### config.mk
export PLATFORM = sky130hd
export DESIGN_NAME = ctrlUnit
export DESIGN_NICKNAME = d
export VERILOG_FILES = /design/src/source/ctrlPkg.sv /design/src/source/controlWordGen.sv /design/src/source/ctrlUnit.sv /design/src/source/instrDecoder.sv /design/src/source/stateSequencer.sv
export SDC_FILE = /design/constraint.sdc
export NUM_CORES = 1
export LEC_CHECK = 0
export BUFFER_PORTS_ARGS = -buffer_cell sky130_fd_sc_hd__clkbuf_2
export CORE_MARGIN = 2
export CORE_UTILIZATION = 40
export CTS_CLUSTER_DIAMETER = 120
export CTS_CLUSTER_SIZE = 20
export DETAILED_ROUTE_END_ITERATION = 8
export GPL_ROUTABILITY_DRIVEN = 0
export GPL_TIMING_DRIVEN = 0
export PLACE_DENSITY = 0.71
export SLEW_MARGIN = 20
export SYNTH_ARGS = -nofsm -noshare
export SYNTH_HDL_FRONTEND = slang
export SYNTH_HIERARCHICAL = 1
export SYNTH_SLANG_ARGS = --single-unit
### constraint.sdc
create_clock -name clk -period 4.5 [get_ports clk]
set_input_delay 0 -clock clk [delete_from_list [all_inputs] [get_ports clk]]
set_output_delay 0 -clock clk [all_outputs]
set_load 0.05 [all_outputs]
### src/source/ctrlPkg.sv
package ctrlPkg;

    // Primary opcode field of the instruction
    typedef enum logic [5:0] {
        opRType = 6'b000000,
        opBeq   = 6'b000100,
        opBne   = 6'b000101,
        opBle   = 6'b000110,
        opBgt   = 6'b000111,
        opAddi  = 6'b001000,
        opAddiu = 6'b001001
    } opcode_t;

    // R-type function field
    typedef enum logic [5:0] {
        fnSll  = 6'b000000,
        fnSrl  = 6'b000010,
        fnSra  = 6'b000011,
        fnSllv = 6'b000100,
        fnSrav = 6'b000111,
        fnAdd  = 6'b100000,
        fnSub  = 6'b100010,
        fnAnd  = 6'b100100,
        fnSlt  = 6'b101010
    } funct_t;

    // Path taken after the second decode state
    typedef enum logic [3:0] {
        clsArith,
        clsShiftImm,
        clsShiftVar,
        clsSetLess,
        clsAddImm,
        clsBranch,
        clsUnknown
    } instrClass_t;

    typedef enum logic [4:0] {
        stFetch1,
        stFetch2,
        stDecode1,
        stDecode2,
        stAluExec,
        stAluWrite,
        stShiftLoadImm,
        stShiftLoadVar,
        stShiftRun,
        stShiftWrite,
        stSetLess,
        stAddImmExec,
        stAddImmWrite,
        stBranchStart,
        stBranchEnd,
        stClose
    } state_t;

    typedef enum logic [2:0] {
        aluLoad    = 3'b000,
        aluAdd     = 3'b001,
        aluSub     = 3'b010,
        aluAnd     = 3'b011,
        aluCompare = 3'b111
    } aluOp_t;

    typedef enum logic [2:0] {
        shHold         = 3'b000,
        shLoad         = 3'b001,
        shLeft         = 3'b010,
        shRightLogical = 3'b011,
        shRightArith   = 3'b100
    } shiftOp_t;

    typedef enum logic [1:0] {
        destRt       = 2'b00,
        destRd       = 2'b01,
        destStackPtr = 2'b10
    } regDest_t;

    // Register file write-back mux, datapath encoding
    typedef enum logic [3:0] {
        wbMemData   = 4'b0000,
        wbAluOut    = 4'b0101,
        wbShiftReg  = 4'b0110,
        wbLessThan  = 4'b0111,
        wbStackInit = 4'b1000
    } wbSrc_t;

    typedef enum logic [1:0] {
        pcAluOut       = 2'b00,
        pcAluResult    = 2'b10,
        pcBranchTarget = 2'b11
    } pcSrc_t;

    typedef struct packed {
        logic     pcWrite;
        logic     memWrite;
        logic     irWrite;
        logic     abWrite;
        logic     regWrite;
        logic     aluOutWrite;
        aluOp_t   aluOp;
        logic     aluSrcA;
        logic [1:0] aluSrcB;
        shiftOp_t shiftOp;
        logic [1:0] shiftAmtSel;
        logic     shiftSrcSel;
        regDest_t regDest;
        wbSrc_t   wbSrc;
        pcSrc_t   pcSrc;
        logic [1:0] addrSel;
    } ctrlWord_t;

    typedef struct packed {
        logic eq;
        logic gt;
    } branchFlags_t;

    // Every strobe low, every mux on its first input
    localparam ctrlWord_t idleWord = '{
        pcWrite:     1'b0,
        memWrite:    1'b0,
        irWrite:     1'b0,
        abWrite:     1'b0,
        regWrite:    1'b0,
        aluOutWrite: 1'b0,
        aluOp:       aluLoad,
        aluSrcA:     1'b0,
        aluSrcB:     2'b00,
        shiftOp:     shHold,
        shiftAmtSel: 2'b00,
        shiftSrcSel: 1'b0,
        regDest:     destRt,
        wbSrc:       wbMemData,
        pcSrc:       pcAluOut,
        addrSel:     2'b00
    };

endpackage

### src/source/controlWordGen.sv
module controlWordGen import ctrlPkg::*; (
    input  logic         clk,
    input  logic         rst,
    input  state_t       state,
    input  aluOp_t       aluOp,
    input  shiftOp_t     shiftOp,
    input  opcode_t      opcode,
    input  branchFlags_t flags,
    output ctrlWord_t    ctrl
);

    ctrlWord_t word;
    ctrlWord_t stackInitWord;
    logic      takeBranch;

    // Loads the stack pointer while the processor sits in reset
    always_comb begin
        stackInitWord = idleWord;
        stackInitWord.regWrite = 1'b1;
        stackInitWord.regDest = destStackPtr;
        stackInitWord.wbSrc = wbStackInit;
    end

    always_comb begin
        case (opcode)
            opBeq:   takeBranch = flags.eq;
            opBne:   takeBranch = !flags.eq;
            opBgt:   takeBranch = flags.gt;
            opBle:   takeBranch = !flags.gt;
            default: takeBranch = 1'b0;
        endcase
    end

    always_comb begin
        word = idleWord;

        case (state)
            // PC + 4 on the ALU
            stFetch1: begin
                word.aluSrcB = 2'b01;
                word.aluOp = aluAdd;
            end
            stFetch2: begin
                word.irWrite = 1'b1;
                word.pcWrite = 1'b1;
                word.aluSrcB = 2'b01;
                word.aluOp = aluAdd;
                word.pcSrc = pcAluResult;
            end
            // Branch target into ALUOut
            stDecode1: begin
                word.abWrite = 1'b1;
                word.aluOutWrite = 1'b1;
                word.aluSrcB = 2'b10;
                word.aluOp = aluAdd;
            end
            stAluExec: begin
                word.aluSrcA = 1'b1;
                word.aluOp = aluOp;
                word.aluOutWrite = 1'b1;
            end
            // ALU inputs held stable during write-back
            stAluWrite: begin
                word.aluSrcA = 1'b1;
                word.aluOp = aluOp;
                word.regWrite = 1'b1;
                word.regDest = destRd;
                word.wbSrc = wbAluOut;
            end
            stShiftLoadImm: begin
                word.shiftOp = shLoad;
                word.shiftAmtSel = 2'b01;
                word.shiftSrcSel = 1'b1;
            end
            stShiftLoadVar: begin
                word.shiftOp = shLoad;
                word.shiftAmtSel = 2'b00;
                word.shiftSrcSel = 1'b0;
            end
            stShiftRun: begin
                word.shiftOp = shiftOp;
            end
            stShiftWrite: begin
                word.regWrite = 1'b1;
                word.regDest = destRd;
                word.wbSrc = wbShiftReg;
            end
            stSetLess: begin
                word.aluSrcA = 1'b1;
                word.aluOp = aluOp;
                word.regWrite = 1'b1;
                word.regDest = destRd;
                word.wbSrc = wbLessThan;
            end
            stAddImmExec: begin
                word.aluSrcA = 1'b1;
                word.aluSrcB = 2'b11;
                word.aluOp = aluOp;
                word.aluOutWrite = 1'b1;
            end
            stAddImmWrite: begin
                word.aluSrcA = 1'b1;
                word.aluSrcB = 2'b11;
                word.aluOp = aluOp;
                word.regWrite = 1'b1;
                word.regDest = destRt;
                word.wbSrc = wbAluOut;
            end
            stBranchStart: begin
                word.aluSrcA = 1'b1;
                word.aluOp = aluOp;
                word.pcSrc = pcBranchTarget;
            end
            // Flags are settled by now
            stBranchEnd: begin
                word.aluSrcA = 1'b1;
                word.aluOp = aluOp;
                word.pcSrc = pcBranchTarget;
                word.pcWrite = takeBranch;
            end
            default: begin
                word = idleWord;
            end
        endcase
    end

    always_ff @(posedge clk) begin
        if (rst) begin
            ctrl <= stackInitWord;
        end else begin
            ctrl <= word;
        end
    end

    fetchWritesPc: assert property (
        @(posedge clk) disable iff (rst)
        ctrl.irWrite |-> (ctrl.pcWrite && ctrl.pcSrc == pcAluResult)
    ) else $error("irWrite without PC increment");

endmodule

### src/source/ctrlUnit.sv
module ctrlUnit import ctrlPkg::*; (
    input  logic         clk,
    input  logic         rst,
    input  opcode_t      opcode,
    input  funct_t       funct,
    input  branchFlags_t flags,
    output ctrlWord_t    ctrl
);

    instrClass_t instrClass;
    aluOp_t      aluOp;
    shiftOp_t    shiftOp;
    state_t      state;

    instrDecoder decoder (
        .opcode     (opcode),
        .funct      (funct),
        .instrClass (instrClass),
        .aluOp      (aluOp),
        .shiftOp    (shiftOp)
    );

    stateSequencer sequencer (
        .clk        (clk),
        .rst        (rst),
        .instrClass (instrClass),
        .state      (state)
    );

    // Word of each state appears one clock later
    controlWordGen wordGen (
        .clk     (clk),
        .rst     (rst),
        .state   (state),
        .aluOp   (aluOp),
        .shiftOp (shiftOp),
        .opcode  (opcode),
        .flags   (flags),
        .ctrl    (ctrl)
    );

endmodule

### src/source/instrDecoder.sv
module instrDecoder import ctrlPkg::*; (
    input  opcode_t     opcode,
    input  funct_t      funct,
    output instrClass_t instrClass,
    output aluOp_t      aluOp,
    output shiftOp_t    shiftOp
);

    always_comb begin
        instrClass = clsUnknown;
        aluOp = aluLoad;
        shiftOp = shHold;

        case (opcode)
            opRType: begin
                case (funct)
                    fnAdd: begin
                        instrClass = clsArith;
                        aluOp = aluAdd;
                    end
                    fnSub: begin
                        instrClass = clsArith;
                        aluOp = aluSub;
                    end
                    fnAnd: begin
                        instrClass = clsArith;
                        aluOp = aluAnd;
                    end
                    fnSlt: begin
                        instrClass = clsSetLess;
                        aluOp = aluCompare;
                    end
                    // Amount from the shamt field
                    fnSll: begin
                        instrClass = clsShiftImm;
                        shiftOp = shLeft;
                    end
                    fnSrl: begin
                        instrClass = clsShiftImm;
                        shiftOp = shRightLogical;
                    end
                    fnSra: begin
                        instrClass = clsShiftImm;
                        shiftOp = shRightArith;
                    end
                    // Amount from a register
                    fnSllv: begin
                        instrClass = clsShiftVar;
                        shiftOp = shLeft;
                    end
                    fnSrav: begin
                        instrClass = clsShiftVar;
                        shiftOp = shRightArith;
                    end
                    default: begin
                        instrClass = clsUnknown;
                    end
                endcase
            end
            opAddi, opAddiu: begin
                instrClass = clsAddImm;
                aluOp = aluAdd;
            end
            opBeq, opBne, opBgt, opBle: begin
                instrClass = clsBranch;
                aluOp = aluCompare;
            end
            default: begin
                instrClass = clsUnknown;
            end
        endcase
    end

endmodule

### src/source/stateSequencer.sv
module stateSequencer import ctrlPkg::*; (
    input  logic        clk,
    input  logic        rst,
    input  instrClass_t instrClass,
    output state_t      state
);

    state_t nextState;

    always_ff @(posedge clk) begin
        if (rst) begin
            state <= stFetch1;
        end else begin
            state <= nextState;
        end
    end

    always_comb begin
        nextState = stFetch1;

        case (state)
            stFetch1: begin
                nextState = stFetch2;
            end
            stFetch2: begin
                nextState = stDecode1;
            end
            stDecode1: begin
                nextState = stDecode2;
            end
            // Only branch point of the sequence
            stDecode2: begin
                case (instrClass)
                    clsArith:    nextState = stAluExec;
                    clsSetLess:  nextState = stSetLess;
                    clsShiftImm: nextState = stShiftLoadImm;
                    clsShiftVar: nextState = stShiftLoadVar;
                    clsAddImm:   nextState = stAddImmExec;
                    clsBranch:   nextState = stBranchStart;
                    default:     nextState = stClose;
                endcase
            end
            stAluExec: begin
                nextState = stAluWrite;
            end
            stAluWrite: begin
                nextState = stClose;
            end
            stShiftLoadImm, stShiftLoadVar: begin
                nextState = stShiftRun;
            end
            stShiftRun: begin
                nextState = stShiftWrite;
            end
            stShiftWrite: begin
                nextState = stClose;
            end
            stSetLess: begin
                nextState = stClose;
            end
            stAddImmExec: begin
                nextState = stAddImmWrite;
            end
            stAddImmWrite: begin
                nextState = stClose;
            end
            stBranchStart: begin
                nextState = stBranchEnd;
            end
            stBranchEnd: begin
                nextState = stClose;
            end
            stClose: begin
                nextState = stFetch1;
            end
            default: begin
                nextState = stFetch1;
            end
        endcase
    end

    closeToFetch: assert property (
        @(posedge clk) disable iff (rst)
        state == stClose |=> state == stFetch1
    ) else $error("close state not followed by fetch1");

    // Unrecognised instructions skip straight to the end
    unknownToClose: assert property (
        @(posedge clk) disable iff (rst)
        (state == stDecode2 && instrClass == clsUnknown) |=> state == stClose
    ) else $error("unknown instruction did not go to close");

endmodule

==> results.sh <==
export IMPL_p_switching_uw=267
export IMPL_m1WireLength_um=1520
export IMPL_min_period_ns=1.59
export IMPL_die_y_um=66.4
export IMPL_cts_clk_slew_worst_paths_ns=0.08
export IMPL_wl_met3_um=99
export IMPL_rrSetupSlack_ns=3.17
export IMPL_fin_tns_setup_ns=0
export IMPL_slew_viol_final=0
export IMPL_power_uw=711
export IMPL_top_layer_used="met4"
export IMPL_hpwl_um=2410
export IMPL_final_util_pct=50.4
export IMPL_p_clk_share_pct=20.5
export IMPL_numCtsBuffers=3
export IMPL_drive_gt1_share_pct=30.7
export IMPL_syn_to_final_growth_pct=20.3
export IMPL_synthesis_area_um2=1560
export IMPL_worstPathArrival_ns=1.75
export IMPL_hold_slack_ns=0.0849
export IMPL_port_buffers=36
export IMPL_hold_class="in2reg"
export IMPL_synth_xor_area_share_pct=3.37
export IMPL_cts_sinks=26
export IMPL_htree_levels=1
export IMPL_drtIter0Drc=80
export IMPL_dp_cells=274
export IMPL_ys_ff_latch=26
export IMPL_initial_core_util_pct=41.9
export IMPL_synth_compound_area_share_pct=19.0
export IMPL_hold_violations=0
export IMPL_die_w_um=66.4
export IMPL_vias=1403
export IMPL_required_ns=4.66
export IMPL_max_cap_violations=0
export IMPL_r2r_start="sequencer/state[3]"
export IMPL_clock_path_buffers=2
export IMPL_fmax_mhz=628
export IMPL_seq_power_share_pct=37.7
export IMPL_coreArea_um2=3720
export IMPL_cp_max_fo=10
export IMPL_diodes=0
export IMPL_crit_path_end_kind="flip-flop"
export IMPL_synth_fa_ha_area_share_pct=0
export IMPL_wl_um=3220
export IMPL_muxShareOfSynthArea_pct=1.29
export IMPL_grt_pass1_vias=1242
export IMPL_synth_seq_area_share_pct=33.4
export IMPL_cp_slowest_cell="o21ai_1"
export IMPL_globalRoute_totalOverflow=0
export IMPL_worstSetupStartpointType="input pin"
export IMPL_rsz0062_at_grt="no"
export IMPL_synth_top_family_by_area="simple AND/OR/NAND/NOR gates"
export IMPL_grt_pass1_wl_um=5380
export IMPL_yosysWarningCount=6
export IMPL_path_cells="buf_4 -> and4bb_1 -> nand3b_1 -> a21boi_1 -> o21ai_1 -> xor2_1 -> o311a_1 -> o31a_1"
export IMPL_syn_area_per_cell_um2=8.33
export IMPL_crit_type="in2reg"
export IMPL_dieArea_um2=4410
export IMPL_setup_viol=0
export IMPL_hold_start="opcode[0]"
export IMPL_yosys_most_used_dff="dfxtp_1"
export IMPL_yosysUniqueCellTypes=54
export IMPL_p_leak_nw=0.831
export IMPL_critical_path_top_delay_family="compound AO/OA/AOI/OAI gates"
export IMPL_antenna_found_initial=0
export IMPL_cp_num_buf_inv=1
export IMPL_synth_cells=187
export IMPL_wl_per_cell_um=11.6
export IMPL_r2r_end="wordGen/ctrl[23]"
export IMPL_cts_tree="built"
export IMPL_comb_power_share_pct=41.9
export IMPL_synth_edf_count=0
export IMPL_wl_met2_um=1580
export IMPL_dr_pass1_iters=5
export IMPL_hold_depth=3
export IMPL_drcViolationCount=0
export IMPL_grt_use_total_pct=15.5
export IMPL_outcome="finished, final reports clean"
export IMPL_switching_share_pct=37.5
export IMPL_finClkSkew_ns=0.00192
export IMPL_clk_latency_ns=0.26
export IMPL_rows=22
export IMPL_synth_async_reset_ratio_pct=0
export IMPL_holdPathEnd="wordGen/ctrl[27]"
export IMPL_timing_final_crit_share_pct=35.4
export IMPL_cts_root_buffer="clkbuf_8"
export IMPL_ir_drop_uv=160
export IMPL_grt_max_degree=15
export IMPL_power_density_nw_per_um2=380
export IMPL_ant_nets=0
export IMPL_pin_count=44
export IMPL_r2r_cells=4
export IMPL_synth_simple_gate_area_share_pct=29.5
export IMPL_cell_internal_pwr_uw=445
export IMPL_fin_cells=279
export IMPL_layout_nets=248
export IMPL_slowest_delay_ns=0.37
export IMPL_avgViaCountPerCell=5.03
[cells in the final DEF, fill, tap and decap left out, types with 6 or more instances in the layout]
cell / instances
a21oi_1: 12
buf_4: 13
clkbuf_2: 36
conb_1: 6
dfxtp_1: 26
inv_1: 7
nand2_1: 8
nor2_1: 22
o21ai_0: 6
[cell families (layout without fill, tap and decap cells)]
group	after synthesis	after routing
XOR/XNOR	6	6
buffers and inverters	29	70
other	3	6
multiplexers	2	2
AO/OA/AOI/OAI	43	43
flip-flops	26	26
AND/OR/NAND/NOR	78	78
[cell usage after synthesis, types with 3 or more instances]
library cell	n	area, um2
nand2_1	8	30.0
nor3_1	5	25.0
conb_1	3	11.3
xnor2_1	4	35.0
buf_2	3	15.0
buf_4	13	97.6
and3_1	5	31.3
o21ai_1	3	15.0
nor4_1	3	18.8
dfxtp_1	26	521
and2_1	3	18.8
buf_6	5	56.3
nor2b_1	5	31.3
inv_1	7	26.3
nand3_1	4	20.0
a21oi_1	12	60.1
nor2_1	22	82.6
nand3b_1	4	30.0
nand2b_1	3	18.8
o21ai_0	6	30.0
[power groups by stage]
stage / Combinational [mW] / Sequential [mW] / Clock (mW)
3_5_place_dp: 0.293 / 0.273 / 0
6_report: 0.298 / 0.268 / 0.146
4_1_cts: 0.296 / 0.268 / 0.149
3_3_place_gp: 0.292 / 0.273 / 0
5_1_grt: 0.323 / 0.272 / 0.161
2_1_floorplan: 0.195 / 0.316 / 0
[final cells by class]
class	count	area, um2
Buffer	22	173
Clock buffer	4	55.1
Fill cell	397	1840
Inverter	7	26.3
Multi-Input combinational cell	135	850
Sequential cell	26	520
Tap cell	48	60.1
Timing Repair Buffer	37	190
[stage by stage]
step	worst slack [ns]	cell area [um2]
global route	2.82	1870
global placement	2.69	1810
detailed placement	2.65	1810
finish	2.91	1870
CTS	2.93	1870
floorplan	2.88	1570
[per-layer routing]
metal | GRT usage, % | vias up
met4 | 5.36 | 0
met1 | 18.4 | 638
met5 | 0 | -
met3 | 2.04 | 4
li1 | - | 732
met2 | 28.1 | 29
[repair_timing]
action | CTS | global route
gates resized for setup | 0 | 0
hold endpoints to repair | 2 | 0
hold buffers | 1 | 0
setup buffers | 0 | 0
[sequential cells by signal, summed over array words and instances, names as in the netlist]
signal	flops
sequencer/state	4
wordGen/ctrl	22
[worst max path at each step]
stage | start | depth (start not counted) | endpoint
finish | funct[0] | 8 | sequencer/state[1]
CTS | funct[0] | 8 | sequencer/state[1]
global route | opcode[0] | 8 | sequencer/state[0]
detailed placement | funct[0] | 8 | sequencer/state[1]
floorplan | funct[0] | 8 | sequencer/state[1]
global placement | opcode[0] | 8 | sequencer/state[0]
[worst register-to-register path: stages (launching register included)]
cell      delay (ns)
dfxtp_1         0.38
buf_2           0.21
nor3_1          0.42
nor3_1          0.13
o21bai_1        0.13
Note: power is estimated with default switching activity, not from simulation.
